`src/logic/local_mem_pkg.sv`:
```
package local_mem_pkg;

    // local memory geometry
    // 4096 words of 32 bits, 16 KB in all
    localparam int MEM_LINES = 4096;

    // word index width, log2 of MEM_LINES
    localparam int LINE_W = 12;

    // io target timing
    // cycles from request acceptance to the response pulse
    localparam int IO_LATENCY = 6;

    // uart transmit register, offset inside the io window
    localparam int UART_OFFSET = 4096;

    // pattern the slow target returns on every read
    localparam logic [31:0] IO_READ_VALUE = 32'hFFFFFF21;

    // data side address, decoded two ways by the router
    // bit 31 picks the region in both views: 0 local memory, 1 io
    typedef union packed {
        // local memory view
        struct packed {
            logic              region;
            logic [16:0]       unused;
            // word index into the memory array
            logic [LINE_W-1:0] line;
            // byte inside the word, lanes come from the byte enables
            logic [1:0]        byte_off;
        } ram_view;

        // peripheral view
        struct packed {
            logic        region;
            logic [16:0] unused;
            // register offset seen by the io target
            logic [13:0] offset;
        } io_view;
    } data_addr_t;

endpackage
```
`src/logic/data_request_router.sv`:
```
`timescale 1ns/1ps

module data_request_router (
    input  logic        clk,
    input  logic        rst,

    // data port from the core
    input  logic        req_valid,
    output logic        req_ready,
    input  local_mem_pkg::data_addr_t req_addr,
    input  logic        req_rnw,
    input  logic [3:0]  req_be,
    input  logic [31:0] req_wdata,
    output logic        resp_valid,
    output logic [31:0] resp_rdata,

    // local memory, port b
    output logic        mem_en,
    output logic        mem_we,
    output logic [local_mem_pkg::LINE_W-1:0] mem_line,
    output logic [3:0]  mem_be,
    output logic [31:0] mem_wdata,
    input  logic [31:0] mem_rdata,

    // io target
    output logic        io_valid,
    input  logic        io_ready,
    output logic        io_rnw,
    output logic [13:0] io_offset,
    output logic [31:0] io_wdata,
    input  logic        io_resp_valid,
    input  logic [31:0] io_resp_data
);

    logic is_io;
    logic accept;

    // io request outstanding
    logic io_busy;
    // io_busy with the response cycle itself treated as free
    logic io_hold;
    logic io_rd_q;

    // memory result due next cycle, and whether it was a read
    logic mem_pending;
    logic mem_pending_rd;

    // region decode, bit 31
    assign is_io = req_addr.io_view.region;

    // io slot frees up in the response cycle
    assign io_hold = io_busy && !io_resp_valid;

    // io needs an empty memory pipeline and a ready target,
    // memory requests only wait for outstanding io
    assign req_ready = !io_hold && !(is_io && (mem_pending || !io_ready));
    assign accept    = req_valid && req_ready;

    // memory view of the request
    assign mem_en    = accept && !is_io;
    assign mem_we    = !req_rnw;
    assign mem_line  = req_addr.ram_view.line;
    assign mem_be    = req_be;
    assign mem_wdata = req_wdata;

    // io view of the request
    // valid held back while io or memory is still in flight
    assign io_valid  = req_valid && is_io && !io_hold && !mem_pending;
    assign io_rnw    = req_rnw;
    assign io_offset = req_addr.io_view.offset;
    assign io_wdata  = req_wdata;

    // pending tracking
    always_ff @(posedge clk) begin
        if (rst) begin
            io_busy        <= 1'b0;
            io_rd_q        <= 1'b0;
            mem_pending    <= 1'b0;
            mem_pending_rd <= 1'b0;
        end else begin
            // memory result always one cycle out
            mem_pending    <= mem_en;
            mem_pending_rd <= mem_en && req_rnw;

            if (io_valid && io_ready) begin
                io_busy <= 1'b1;
                io_rd_q <= io_rnw;
            end else if (io_resp_valid) begin
                io_busy <= 1'b0;
            end
        end
    end

    // response merge
    // the two sources never overlap, memory wins by construction
    assign resp_valid = mem_pending || io_resp_valid;

    always_comb begin
        resp_rdata = 32'd0;
        if (mem_pending) begin
            // writes return zero
            if (mem_pending_rd) begin
                resp_rdata = mem_rdata;
            end
        end else if (io_resp_valid && io_rd_q) begin
            resp_rdata = io_resp_data;
        end
    end

endmodule

```
`config.mk`:
```
export PLATFORM = sky130hd
export DESIGN_NAME = data_request_router
export DESIGN_NICKNAME = d
export VERILOG_FILES = /design/src/logic/local_mem_pkg.sv /design/src/logic/data_request_router.sv
export SDC_FILE = /design/constraint.sdc
export NUM_CORES = 1
export LEC_CHECK = 0
export BUFFER_PORTS_ARGS = -buffer_cell sky130_fd_sc_hd__buf_2
export CAP_MARGIN = 20
export CORE_AREA = 10 10 96 98
export CTS_CLUSTER_DIAMETER = 100
export DETAILED_ROUTE_END_ITERATION = 8
export DIE_AREA = 0 0 106 108
export PLACE_DENSITY = 0.65
export SLEW_MARGIN = 25
export SYNTH_ARGS = -nofsm -noshare
export SYNTH_HDL_FRONTEND = slang
export SYNTH_SLANG_ARGS = --single-unit
```
`constraint.sdc`:
```
create_clock -name clk -period 1.9 [get_ports clk]
set_input_delay 0 -clock clk [delete_from_list [all_inputs] [get_ports clk]]
set_output_delay 0 -clock clk [all_outputs]
set_load 0.02 [all_outputs]
```
Word level (Yosys, flattened, before mapping)
Cells that the tools add are included.

cells by class
  mux-type cells = 5
  reductions and logical operators = 21

operator list
  cell                count
  32-bit two-way mux  3
  1-bit logical AND   11
  1-bit logical NOT   7
  1-bit logical OR    2
  1-bit two-way mux   2
  2-bit nonzero test  1

word-level totals
  register bits after elaboration = 4
  input bits = 138
  output and inout port bits = 132
  logic and storage cells = 30

Longest topological paths before layout
  word-level depth = 8
  gate-level depth with buffers = 4
  gate-level depth less buffers = 3

Worst setup path before layout
Ideal clock, no wire load.

  path kind = reg2out
  start = register mem_pending
  end = output resp_rdata[10]
  data arrival time = 1.093 ns
  required time = 1.900 ns
  path slack = 0.807 ns
  stages on the path, launching flop included = 5
  path buffers = 2
  cell sequence = dfxtp_1 -> and3b_1 -> clkbuf_1 -> buf_2 -> a22o_1

between the ends
  cells in the longest elaborated chain, start to end = 1

RTL lines
  what                    line                        source
  start, declared         data_request_router.sv:45   logic mem_pending;
  start signal, assigned  data_request_router.sv:82   mem_pending <= mem_en;
  32-bit two-way mux      data_request_router.sv:100  if (mem_pending) begin
  end, declared           data_request_router.sv:15   output logic [31:0] resp_rdata,

Every way passes these cells.

Worst setup path in the final report
  start = register mem_pending
  end = output resp_rdata[22]

Same word-level chain as after synthesis.

==> reports/qor.txt <==
Clk buf depth = 2
Number of enable flip-flop cells after synthesis = 0
PortBufs = 108
Num CTS Buffers = 3
Proportion of layout cells with a drive suffix above 1 = 0.682
Max Cap Viol = 0
Initial DRC Count = 14
Most common cell after layout, fill and taps aside = buf_2
Final worst slack = 0.448 ns
Sequential Power Share = 0.218
Seq/Total Area, Yosys = 0.0652
Worst stage delay on the critical path = 0.37 ns
Crit-path cells = and2_1 > buf_4 > a22o_1 > buf_2
Most used DFF post-synth = dfxtp_1
Internal power = 0.299 mW
Largest net degree at the start of global routing = 33
Run status = finished, final reports clean
Global Route Usage Sum = 0.0648
Final Net Count = 310
Ports = 270
Pins Over Slew Limit = 0
Slew @ Worst Pin = 0.357 ns
Vias in the first global route = 1,192
Via count = 1,015
Period utilization = 0.764
Worst Path Arrival = 1.45 ns
Slowest CP cell = dfxtp_1
Top delay family on crit path = buffers and inverters
Post-Syn Area = 1230 sq um
First-pass GRT wire length = 6.13 mm
WS Path Type = register to output port
Maximum VDD drop = 0.000367 V
Quantity of gates resized following cts = 0
Starting Density = 0.165
Drt drc = 0
Post-synth cell types = 20
Asr flop ratio synth = 0
Die W = 106 microns
R2R Setup Slk = 0.73 ns
Setup TNS = 0 ns
Buf+Inv Stages, Crit Path = 2
Clk sinks = 4
Critical Path End Type = output port
Die Ht = 108 microns
Congestion Overflow GR = 0
Synthesized instance count = 158
Critical Path Start Type = register
Leakage power = 0.705 nW
Area delta synth->final = -0.713%
Fin crit period = 1.45 ns
TritonRoute pass-1 iters = 3
Gpl congestion = 0.673
CP Data Required Time = 1.90 ns
Worst min path class = primary input to output port
Wirelength per Cell = 15.6 microns
# rows = 32
# diodes = 0
Yosys reg bits = 4
Antenna viol nets, final = 0
H-tree Lvls = 1
Root buffer cell = clkbuf_8
Worst-path maximum fanout = 32
RSZ-0062 raised after global routing = no
Core Footprint = 7450 sq um
Final wirelength = 4.24 mm
Relative slew margins = 0.762
Dpl ws = 0.636 ns
NetSw = 0.111 mW
Net Sw Frac = 0.270
Most frequent cells in the layout = 108 x buf_2, 32 x a22o_1, 4 x dfxtp_1, 3 x clkbuf_8, 3 x buf_4
Power per cell area = 336 nW/um^2
YS warnings = 0
Combinational Power Share = 0.345
Final setup violation count = 0
Average cell area after synthesis = 7.77 sq um
Worst Skew = 0.00126 ns
HPWL Detailed = 3.66 mm
CTS tree = done
Endpoints failing hold = 0
Skew-Pair Late Insertion Delay = 0.22 ns
Maximum clock rate = 689 MHz
Vias/cell = 3.73
Die area = 11,400 sq um
Reg clk slew, reported paths = 0.03 ns
Antenna violations before repair = 0
Clock network power share = 0.438
Post-Syn Nets = 296
==> cell families after synthesis <==
kind of cell	count (synthesis)	share of synthesized area
AND/OR/NAND/NOR	14	0.0734
buffers and inverters	104	0.615
flip-flops	4	0.0652
AO/OA/AOI/OAI	36	0.247
==> through the flow <==
step           cell area, sq um  power, mW  cells  hold slack [ns]  utilization
2_1_floorplan              1230      0.428    158           0.0691            -
3_3_place_gp               1170      0.228    268         0.000137        0.157
3_5_place_dp               1170      0.232    268         0.000137        0.157
4_1_cts                    1220      0.417    272         0.000137        0.164
5_1_grt                    1220      0.432    272        0.0000437        0.164
6_report                   1220      0.409    272       0.00000473        0.164
==> state kept, by name, indices dropped and copies added, names as in the netlist <==
name            cells
mem_pending_rd      1
io_busy             1
io_rd_q             1
mem_pending         1
==> power groups by stage <==
stage | logic [mW] | clock network (mW) | registers [mW]
CTS | 0.143 | 0.185 | 0.0892
floorplan | 0.338 | 0 | 0.0897
global route | 0.156 | 0.187 | 0.0895
global placement | 0.138 | 0 | 0.0902
detailed placement | 0.141 | 0 | 0.0904
finish | 0.141 | 0.179 | 0.0891
==> timing repair <==
action / CTS / global route
setup buffers: 0 / 0
hold buffers: 1 / 0
endpoints found under the hold margin: 4 / 0
==> routing by layer <==
metal  track usage  share of wire  wire length [microns]  vias up
met5             0              0                      0        -
met4        0.0474          0.051                    216        0
met3        0.0410           0.14                    608       29
met2         0.102           0.46                   1940      100
met1        0.0608           0.35                   1470      413
li1              -              -                      -      473
==> worst paths after layout <==
path,startpoint,endpoint,cells after the start
setup / recovery,mem_pending,resp_rdata[22],4
hold / removal,req_wdata[13],mem_wdata[13],0
setup reg to reg,io_busy,io_rd_q,3
hold reg to reg,io_rd_q,io_rd_q,2
==> area by class of cell <==
cell class              count  area, sq um
clock buffers               3         41.3
fillers                   857         6230
inverters                   1         3.75
multi-input cells          50          393
flip-flops and latches      4         80.1
well taps                 102          128
repair buffers            112          573
==> synth_stat cells (2+ instances only) <==
library cell / n / area [sq um]
a21oi_1: 2 / 10.0
dfxtp_1: 4 / 80.1
buf_2: 6 / 30.0
nor2b_1: 2 / 12.5
clkbuf_1: 2 / 7.51
a22o_1: 32 / 280
nand2_1: 2 / 7.51
nor3_1: 2 / 10.0
buf_4: 95 / 713
==> worst register-to-register path: stages, from the launching register on <==
cell and delay [ns]:
dfxtp_1 0.30, nor2b_1 0.16, or4_1 0.51, a21oi_1 0.14
No activity file was read; power rests on OpenSTA's default activity.
