===== config.mk =====
export PLATFORM = sky130hd
export DESIGN_NAME = io_bus_responder
export DESIGN_NICKNAME = d
export VERILOG_FILES = /design/src/logic/local_mem_pkg.sv /design/src/logic/io_bus_responder.sv
export SDC_FILE = /design/constraint.sdc
export NUM_CORES = 1
export LEC_CHECK = 0
export BUFFER_PORTS_ARGS = -buffer_cell sky130_fd_sc_hd__buf_2
export CORE_ASPECT_RATIO = 1.25
export CORE_MARGIN = 2
export CORE_UTILIZATION = 38
export CTS_CLUSTER_DIAMETER = 40
export DETAILED_ROUTE_END_ITERATION = 16
export PLACE_DENSITY_LB_ADDON = 0.2
export SKIP_CTS_REPAIR_TIMING = 1
export SYNTH_ARGS = -nofsm -noshare
export SYNTH_HDL_FRONTEND = slang
export SYNTH_SLANG_ARGS = --single-unit

===== constraint.sdc =====
create_clock -name clk -period 3.55 [get_ports clk]
set_input_delay 0.355 -clock clk [delete_from_list [all_inputs] [get_ports clk]]
set_output_delay 0.355 -clock clk [all_outputs]
set_load 0.01 [all_outputs]

===== src/logic/local_mem_pkg.sv =====
package local_mem_pkg;

    // local memory geometry
    // 4096 words of 32 bits, 16 KB in all
    localparam int MEM_LINES = 4096;

    // word index width, log2 of MEM_LINES
    localparam int LINE_W = 12;

    // io target timing
    // cycles from request acceptance to the response pulse
    localparam int IO_LATENCY = 6;

    // uart transmit register, offset inside the io window
    localparam int UART_OFFSET = 4096;

    // pattern the slow target returns on every read
    localparam logic [31:0] IO_READ_VALUE = 32'hFFFFFF21;

    // data side address, decoded two ways by the router
    // bit 31 picks the region in both views: 0 local memory, 1 io
    typedef union packed {
        // local memory view
        struct packed {
            logic              region;
            logic [16:0]       unused;
            // word index into the memory array
            logic [LINE_W-1:0] line;
            // byte inside the word, lanes come from the byte enables
            logic [1:0]        byte_off;
        } ram_view;

        // peripheral view
        struct packed {
            logic        region;
            logic [16:0] unused;
            // register offset seen by the io target
            logic [13:0] offset;
        } io_view;
    } data_addr_t;

endpackage

===== src/logic/io_bus_responder.sv =====
`timescale 1ns/1ps

module io_bus_responder (
    input  logic        clk,
    input  logic        rst,

    // request side
    input  logic        io_valid,
    output logic        io_ready,
    input  logic        io_rnw,
    input  logic [13:0] io_offset,
    input  logic [31:0] io_wdata,

    // response side, single cycle pulse
    output logic        io_resp_valid,
    output logic [31:0] io_resp_data,

    // uart capture
    output logic        write_uart,
    output logic [7:0]  uart_byte
);

    // reload value for the countdown
    // count hits zero one edge before the response is raised
    // the accepting edge is the first cycle of the wait
    localparam logic [3:0] COUNT_LOAD = 4'(local_mem_pkg::IO_LATENCY - 2);

    logic       accept;
    logic [3:0] count;

    // latched request fields
    logic       rnw_q;
    logic       uart_hit_q;
    logic [7:0] byte_q;

    assign accept = io_valid && io_ready;

    // control
    // starts out ready, one request at a time
    always_ff @(posedge clk) begin
        if (rst) begin
            io_ready      <= 1'b1;
            io_resp_valid <= 1'b0;
            write_uart    <= 1'b0;
            count         <= '0;
        end else begin
            // response and uart strobe last one cycle
            io_resp_valid <= 1'b0;
            write_uart    <= 1'b0;

            if (accept) begin
                io_ready <= 1'b0;
                count    <= COUNT_LOAD;
            end else if (!io_ready) begin
                if (count == '0) begin
                    // wait done, answer and take the next request
                    io_resp_valid <= 1'b1;
                    io_ready      <= 1'b1;
                    // strobe only for a write that hit the uart register
                    write_uart    <= uart_hit_q;
                end else begin
                    count <= count - 4'd1;
                end
            end
        end
    end

    // request payload, captured on acceptance
    always_ff @(posedge clk) begin
        if (accept) begin
            rnw_q      <= io_rnw;
            // writes elsewhere in the window are acked and dropped
            uart_hit_q <= !io_rnw && (io_offset == 14'(local_mem_pkg::UART_OFFSET));
            byte_q     <= io_wdata[7:0];
        end
    end

    // response payload, loaded with the response pulse
    always_ff @(posedge clk) begin
        if (!io_ready && count == '0) begin
            // fixed idle pattern on reads, zero on writes
            io_resp_data <= rnw_q ? local_mem_pkg::IO_READ_VALUE : 32'd0;
            uart_byte    <= byte_q;
        end
    end

endmodule


# Word-level counts from Yosys, hierarchy flattened
# Cells that the tools add are included.
# classes
bitwise,2
n_addsub,1
n_reduce_logical,11
n_eq_ne,3
n_mux,7
# op_table
cell,n
32-bit two-way mux,1
14-bit by 13-bit equality test with 1-bit output (second input constant),1
3-bit two-way mux,3
4-bit logical NOT,1
2-bit AND reduction,2
4-bit OR reduction,1
4-bit by 1-bit subtractor with 4-bit output (second input constant),1
1-bit logical AND,3
1-bit two-way mux,3
3-bit OR reduction,1
1-bit logical NOT,2
2-bit by 1-bit inequality test with 1-bit output (second input constant),1
2-bit inequality test (second input constant),1
1-bit NOT,2
2-bit OR reduction,1
# word_totals
register_bits,57
output_inout_bits,43
wordCells,34
inputBits,50

# Longest topological paths before layout
# Gate-level depths: netlist of the first run.
# depth
depth_word,4
mapped_depth,5
depth_no_buf,5

# Least setup slack after synthesis of the first run
# No wires, ideal clock.
# synth_timing
path_kind,register to register
start,register count[0]
end,"register io_resp_data[30], enable pin"
path_slack_ps,1839
stages_incl_launch_ff,5
synth_period_minus_slack_ps,1711
t_required_ps,3163
path_buffers,0
setup_time_ps,387
arrival_ps,1324
path_cell_list,dfxtp_1 > inv_1 > ha_1 > nand2b_1 > nor3_1
# synth_via
elab_chain_cells,2
# synth_lines
item,line,source
start: declaration,io_bus_responder.sv:29,logic [3:0] count;
start signal: assignment,io_bus_responder.sv:62,count <= count - 4'd1;
4-bit logical NOT,io_bus_responder.sv:80,if (!io_ready && count == '0) begin
1-bit logical AND,io_bus_responder.sv:80,
end signal: assignment,io_bus_responder.sv:82,io_resp_data <= rnw_q ? local_mem_pkg::IO_READ_VALUE : 32'd0;
end: declaration,io_bus_responder.sv:16,"output logic [31:0] io_resp_data,"
# Every way passes these cells.
# A chain may end at the register's enable or synchronous reset.

==> out/summary.log, run 1 <==
qor: detailed_routing.dr.first_iter.drc_count 20
qor: setup_path.worstPathMaxFanout 26
qor: clock_network.clkTransAtPathRegs 0.14 ns
qor: placed_design.port_buffers 62
qor: clock_network.numCtsBuffers 3
qor: clock_network.clock_root_buffer sky130_fd_sc_hd__clkbuf_4
qor: timing.timing_worst_slew_pin_value 0.599 ns
qor: setup_path.cp_slowest_stage_delay 0.69 ns
qor: timing.timing_hold_violations_final 0
qor: global_route.grt_pass1_wl 2.62 mm
qor: finish.layout_commonest_cell sky130_fd_sc_hd__buf_2
qor: global_route.maximum_number_of_pins_on_one_net_before_global_route_repair 27
qor: clock_network.clk_path_buf_depth 2
qor: finish.mostFrequentLayoutCells sky130_fd_sc_hd__buf_2 (62), sky130_fd_sc_hd__edfxtp_1 (19), sky130_fd_sc_hd__dfxtp_1 (7)
qor: pwr.cellLeakagePower 0.601 nW
qor: setup_path.setup.worst_path.start_class register
qor: job.max_cap_viol_count 0
qor: finish.fraction_of_final_layout_cells_sized_beyond_drive_strength_1 51.5%
qor: finish.finalInstanceArea 0.00137 mm^2
qor: floorplan.placement_rows 22
qor: detailed_routing.met2_length 989 um
qor: timing.final_max_slew_viol_count 0
qor: setup_path.crit_path_cell_trace buf_2
qor: detailed_routing.drt_pre_antenna_iters 2
qor: placed_design.globalplace.congestion 0.651
qor: clock_network.clock_tree.htree_level_count 1
qor: synthesis.yosys_warnings 0
qor: setup_path.worst_ep_required_time 3.19 ns
qor: floorplan.num_io_pins 93
qor: floorplan.die_h 66.2 um
qor: timing.finalSetupViolations 0
qor: synthesis.synthesized_flop_and_latch_total 26
qor: setup_path.critical_path_buffer_and_inverter_count 1
qor: timing.rsz0062_at_grt false
qor: placed_design.placed_cell_area 0.00131 mm^2
qor: timing.relSlewSlack 60.1%
qor: worst_hold_path.hold_path_startpoint io_wdata[2]
qor: detailed_routing.viasPerCell 4.31
qor: timing.achievable-frequency 0.632 GHz
qor: global_route.first_global_vias 629
qor: detailed_routing.wl_met1 592 um
qor: detailed_routing.vias 732
qor: setup_path.r2r_cells 1
qor: worst_hold_path.worst_min_delay_path_category in -> reg
qor: detailed_routing.routed-wl-met3 144 um
qor: clock_network.numClockSinks 26
qor: floorplan.core 0.00295 mm^2
qor: timing.final.min_clock_period 1.58 ns
qor: clock_network.tritoncts yes
qor: synthesis.syn_area 0.00117 mm^2
qor: pwr.vdd_ir_drop_max 0.000261 V
qor: setup_path.crit_arrival 1.23 ns
qor: synthesis.synth.top_cells.by_area sky130_fd_sc_hd__edfxtp_1 (49%), sky130_fd_sc_hd__buf_4 (20%), sky130_fd_sc_hd__dfxtp_1 (12%)
qor: worst_hold_path.whs_path_cells 1
qor: finish.antenna_cells_inserted 0
qor: synthesis.post_synth_num_cell_types 22
qor: finish.finish.net_count 187
qor: pwr.total_power 0.000634 W
qor: setup_path.worst-path-stages 1
qor: timing.post_route_fraction_of_the_period_consumed_by_the_critical_path 44.6%
qor: setup_path.setup.worst_path.end_class primary output
qor: setup_path.rrSetupSlack 2.08 ns
qor: global_route.grt-ovfl-total 0
qor: detailed_routing.topRoutingLayerUsed met4
qor: placed_design.dp_hpwl 1.39 mm
qor: setup_path.cpLargestDelayFamily flip-flops
qor: setup_path.source_of_the_worst_register_to_register_timing_path io_ready
qor: pwr.cellPowerDensity 464 mW/mm^2
qor: timing.finalSetupTns 0 ns
qor: setup_path.crit_path_top_delay_cell sky130_fd_sc_hd__edfxtp_1
qor: setup_path.regToRegEndpoint byte_q[7]
qor: detailed_routing.drc_errors 0
qor: detailed_routing.postRouteWirelength 1.74 mm
qor: setup_path.critical_path_class reg -> out
qor: floorplan.design.die.area 0.00356 mm^2
qor: finish.filler_cell_count 279
qor: run_status.status completed
qor: synthesis.synth.yosys.seq_area_share 60.5%
qor: floorplan.die_width 53.7 um
qor: synthesis.postSynthAreaPerCell 12.5 um^2
qor: detailed_routing.drt-wirelength-per-cell 10.2 um
qor: synthesis.post-synth-top-area-fraction 48.6%
qor: global_route.grt_use_total 10.1%
qor: detailed_routing.drtAntennaViolNets 0
qor: worst_hold_path.holdPathEnd byte_q[2]
qor: synthesis.postSynthCellCount 94
qor: clock_network.worst_skew_pair.late_latency 0.32 ns
qor: floorplan.start_util 39.9%
qor: synthesis.synth.largest_area_cell sky130_fd_sc_hd__edfxtp_1
qor: timing.skew 0.00707 ns
qor: global_route.grt_antenna_before_repair 0
qor: finish.syn_to_final_growth 16.2%
==> flip-flops by register name, indices dropped and copies added, names as in the netlist <==
name,count
byte_q,8
count,4
uart_hit_q,1
write_uart,1
io_ready,1
uart_byte,8
io_resp_valid,1
rnw_q,1
io_resp_data,1
==> how the worst max path moves through the flow <==
| stage | from | end | slack, ns |
|---|---|---|---|
| 3_3_place_gp | io_ready | byte_q[3] | 2.13 |
| 2_1_floorplan | count[0] | io_resp_data[30] | 1.84 |
| 6_report | io_resp_data[30] | io_resp_data[31] | 1.97 |
| 5_1_grt | io_resp_data[30] | io_resp_data[16] | 1.79 |
| 4_1_cts | io_resp_data[30] | io_resp_data[11] | 1.92 |
| 3_5_place_dp | io_ready | byte_q[3] | 2.10 |
==> layer usage <==
| layer | track usage (%) | vias to the layer above |
|---|---|---|
| li1 | - | 368 |
| met1 | 10.6 | 326 |
| met2 | 18.6 | 36 |
| met3 | 2.49 | 2 |
| met4 | 3.85 | 0 |
| met5 | 0 | - |
==> final cells by class <==
cell class / instances / area, um^2 / share of cell area, %
repair buffers: 63 / 318 / 23.3
inverters: 2 / 7.51 / 0.550
clock inverters: 1 / 30.0 / 2.20
multi-input cells: 39 / 231 / 17.0
well taps: 36 / 45.0 / 3.30
flip-flops and latches: 26 / 711 / 52.1
clock buffers: 3 / 22.5 / 1.65
==> stage by stage <==
| step | setup slack (ns) | hold slack, ns | instances | util [%] |
|---|---|---|---|---|
| after floorplan | 1.84 | 0.400 | 99 | - |
| after global placement | 2.13 | 0.402 | 166 | 44.6 |
| after detailed placement | 2.10 | 0.405 | 166 | 44.6 |
| after CTS | 1.92 | 0.188 | 170 | 46.3 |
| after global routing | 1.79 | 0.170 | 170 | 46.3 |
| final | 1.97 | 0.199 | 170 | 46.3 |
==> power breakdown <==
group	leakage [nW]	total, W	switching [W]	internal (W)
Combinational	0.336	0.0000773	0.0000433	0.0000340
Clock	0.0279	0.000200	0.0000855	0.000114
Sequential	0.237	0.000357	0.0000108	0.000346
Total	0.601	0.000634	0.000140	0.000494
==> synthesized netlist by cell type, drive strengths merged <==
| cell | instances |
|---|---|
| buf | 32 |
| edfxtp | 19 |
| ha | 2 |
| a21oi | 3 |
| o21bai | 1 |
| nor4 | 5 |
| nand2b | 2 |
| nor3 | 2 |
| mux2i | 1 |
| nor2 | 5 |
| nand3 | 2 |
| o21ai | 2 |
| and2 | 2 |
| inv | 2 |
| or4 | 2 |
| conb | 1 |
| dfxtp | 7 |
| nor3b | 1 |
| nand2 | 3 |
==> cells by family (layout without fill, tap and decap cells) <==
family          count (synthesis)  after routing  synth area share, %
buf+inv                        34             69                 21.4
flops                          26             26                 60.5
simple gates                   24             24                 12.0
compound gates                  6              6                 2.77
fa+ha+maj                       2              2                 2.13
other cells                     1              6                0.319
mux                             1              1                0.852
No activity file was read; power rests on OpenSTA's default activity.
==> run 2: changes to the inputs <==
--- a/config.mk
+++ b/config.mk
@@ -8,7 +8,7 @@
 export BUFFER_PORTS_ARGS = -buffer_cell sky130_fd_sc_hd__buf_2
 export CORE_ASPECT_RATIO = 1.25
 export CORE_MARGIN = 2
-export CORE_UTILIZATION = 38
+export CORE_UTILIZATION = 35
 export CTS_CLUSTER_DIAMETER = 40
 export DETAILED_ROUTE_END_ITERATION = 16
 export PLACE_DENSITY_LB_ADDON = 0.2
==> constraint.sdc (replaced) <==
create_clock -name clk -period 1.3 [get_ports clk]
set_input_delay 0.13 -clock clk [delete_from_list [all_inputs] [get_ports clk]]
set_output_delay 0.13 -clock clk [all_outputs]
set_load 0.01 [all_outputs]
==> run 2 against run 1 <==
Net effect:
- the run now ends with negative setup slack left
- routed wire length grew 10%
- first-iteration DRC count is 50% lower
- non-clock buffer count is 7 higher
- highest routed layer unchanged
- clock power up 120%
- via count grew 9.0%
- die area increased by 8.0%
- utilization fell by 0.19 points
- critical endpoint is now count[0]
- clock skew is 0.0055 ns lower
- register-to-register slack worse by 2.1 ns
- hold slack worse by 0.17 ns
==> out/summary.log, run 2 (synthesis results as in run 1) <==
qor: detailed_routing.drc_errors 0 [unchanged]
qor: finish.finish.net_count 194 [was 187]
qor: detailed_routing.drt-wirelength-per-cell 10.8 um [was 10.2 um]
qor: timing.rsz0062_at_grt true [was false]
qor: floorplan.core 0.00322 mm^2 [was 0.00295 mm^2]
qor: setup_path.setup.worst_path.end_class register [was primary output]
qor: finish.regArea 713 um^2 [was 711 um^2]
qor: detailed_routing.viasPerCell 4.48 [was 4.31]
qor: worst_hold_path.worst_min_delay_path_category in -> reg [unchanged]
qor: timing.post_route_fraction_of_the_period_consumed_by_the_critical_path 101%
qor: timing.hold_ws 0.0337 ns [was 0.199 ns]
qor: finish.largest_registers byte_q x8, uart_byte x8, count x4 [unchanged]
qor: pwr.cellInternalPower 0.00129 W [was 0.000494 W]
qor: global_route.first_global_vias 682 [was 629]
qor: clock_network.numCtsBuffers 3 [unchanged]
qor: setup_path.rrSetupSlack -0.02 ns [was 2.08 ns]
qor: detailed_routing.drt_pre_antenna_iters 2 [unchanged]
qor: finish.syn_to_final_growth 26.6% [was 16.2%]
qor: global_route.grt-ovfl-total 0 [unchanged]
qor: pwr.vdd_ir_drop_max 0.000575 V [was 0.000261 V]
qor: clock_network.clock_root_buffer sky130_fd_sc_hd__clkbuf_8 [was sky130_fd_sc_hd__clkbuf_4]
qor: floorplan.start_util 36.5% [was 39.9%]
qor: pwr.cellLeakagePower 0.650 nW [was 0.601 nW]
qor: timing.final.min_clock_period 1.32 ns
qor: job.max_cap_viol_count 0 [unchanged]
qor: timing.skew 0.00157 ns [was 0.00707 ns]
qor: clock_network.tritoncts yes [unchanged]
qor: setup_path.worstPathMaxFanout 3 [was 26]
qor: setup_path.setup.worst_path.start_class register [unchanged]
qor: timing.timing_hold_violations_final 0 [unchanged]
qor: clock_network.clk_path_buf_depth 2 [unchanged]
qor: placed_design.dp_hpwl 1.52 mm [was 1.39 mm]
qor: global_route.grt_pass1_wl 2.79 mm [was 2.62 mm]
qor: pwr.total_power 0.00170 W [was 0.000634 W]
qor: clock_network.clkTransAtPathRegs 0.08 ns [was 0.14 ns]
qor: finish.multi_input_area 280 um^2 [was 231 um^2]
qor: placed_design.globalplace.congestion 0.755 [was 0.651]
qor: floorplan.die_h 68.8 um [was 66.2 um]
qor: finish.layout_commonest_cell sky130_fd_sc_hd__buf_2 [unchanged]
qor: finish.filler_cell_count 311 [was 279]
qor: pwr.power.clock.fraction 26.3% [was 31.5%]
qor: finish.postLayoutCoreUtil 46.2% [was 46.3%]
qor: floorplan.die_width 55.8 um [was 53.7 um]
qor: run_status.violated_checks negative setup slack
qor: pwr.cellPowerDensity 1140 mW/mm^2 [was 464 mW/mm^2]
qor: setup_path.worst_ep_required_time 1.50 ns [was 3.19 ns]
qor: pwr.comb_power_share 16.6% [was 12.2%]
qor: floorplan.num_io_pins 93 [unchanged]
qor: detailed_routing.drtAntennaViolNets 0 [unchanged]
qor: global_route.grt_use_total 9.88% [was 10.1%]
qor: detailed_routing.dr.first_iter.drc_count 10 [was 20]
qor: finish.mostFrequentLayoutCells sky130_fd_sc_hd__buf_2 (62), sky130_fd_sc_hd__edfxtp_1 (19), sky130_fd_sc_hd__conb_1 (6) [was sky130_fd_sc_hd__buf_2 (62), sky130_fd_sc_hd__edfxtp_1 (19), sky130_fd_sc_hd__dfxtp_1 (7)]
qor: detailed_routing.vias 798 [was 732]
qor: timing.finalSetupViolations 2 [was 0]
qor: setup_path.crit_arrival 1.52 ns [was 1.23 ns]
qor: clock_network.numClockSinks 26 [unchanged]
qor: pwr.switching_power 0.000402 W [was 0.000140 W]
qor: detailed_routing.postRouteWirelength 1.92 mm [was 1.74 mm]
qor: timing.achievable-frequency 0.758 GHz
qor: global_route.maximum_number_of_pins_on_one_net_before_global_route_repair 27 [unchanged]
qor: floorplan.placement_rows 23 [was 22]
qor: finish.fraction_of_final_layout_cells_sized_beyond_drive_strength_1 59.6% [was 51.5%]
qor: pwr.net_sw_share 23.7% [was 22.0%]
qor: finish.antenna_cells_inserted 0 [unchanged]
qor: global_route.grt_antenna_before_repair 0 [unchanged]
qor: clock_network.worst_skew_pair.late_latency 0.26 ns [was 0.32 ns]
qor: placed_design.port_buffers 62 [unchanged]
qor: setup_path.critical_path_class reg -> reg [was reg -> out]
qor: clock_network.clock_tree.htree_level_count 1 [unchanged]
qor: run_status.status complete, but fails checks [was completed]
qor: timing.post-route-worst-setup-slack -0.0187 ns [was 1.97 ns]
qor: pwr.seq_power_share 57.1% [was 56.3%]
qor: floorplan.design.die.area 0.00384 mm^2 [was 0.00356 mm^2]
qor: timing.final_max_slew_viol_count 0 [unchanged]
run 2: cell count changes in the layout (fill, tap and decap cells not counted), sizes merged:
cell    before  now
bufinv       1    0
clkbuf       3    4
clkinv       0    1
buf         63   69
run 2: worst max-delay path, stage by stage (launching register included):
cell,delay [ns]
sky130_fd_sc_hd__dfxtp_2,0.34
sky130_fd_sc_hd__inv_2,0.06
sky130_fd_sc_hd__ha_4,0.17
sky130_fd_sc_hd__nor3b_2,0.17
sky130_fd_sc_hd__or4_1,0.42
sky130_fd_sc_hd__o21ai_1,0.09
run 2: routing by layer:
layer  GRT usage [%]  share of wire, %  vias to the layer above
li1                -                 -                      384
met1            9.23                34                      356
met2            19.8                54                       54
met3            1.49                10                        4
met4            7.14               1.7                        0
met5               0                 0                        -
run 2: final cells by class:
cell class / count / area share (%)
flip-flops and latches: 26 / 47.9
repair buffers: 70 / 26.6
multi-input cells: 39 / 18.8
well taps: 37 / 3.11
clock buffers: 3 / 2.78
inverters: 2 / 0.505
clock inverters: 1 / 0.252
run 2: path summary, 6_finish.rpt:
path	from	end	depth (start not counted)
min	io_wdata[3]	byte_q[3]	1
min reg2reg	byte_q[4]	uart_byte[4]	0
max	count[0]	count[0]	5
max reg2reg	count[0]	count[0]	5
run 2: per-stage QoR:
stage	area, um^2	cells	setup WS [ns]	setup TNS, ns
after floorplan	1230	99	0.0144	0
after global placement	1410	172	0.0164	0
after detailed placement	1410	172	-0.0390	-0.0492
after CTS	1450	176	-0.0636	-0.621
after global routing	1490	178	-0.0850	-0.191
final	1490	178	-0.0187	-0.0294
run 2: power groups by stage:
stage	Clock [W]	Sequential, W	Combinational (W)
floorplan	0	0.00100	0.000182
global placement	0	0.000991	0.000259
detailed placement	0	0.000995	0.000266
CTS	0.000464	0.000975	0.000266
global route	0.000490	0.000975	0.000307
finish	0.000446	0.000968	0.000281
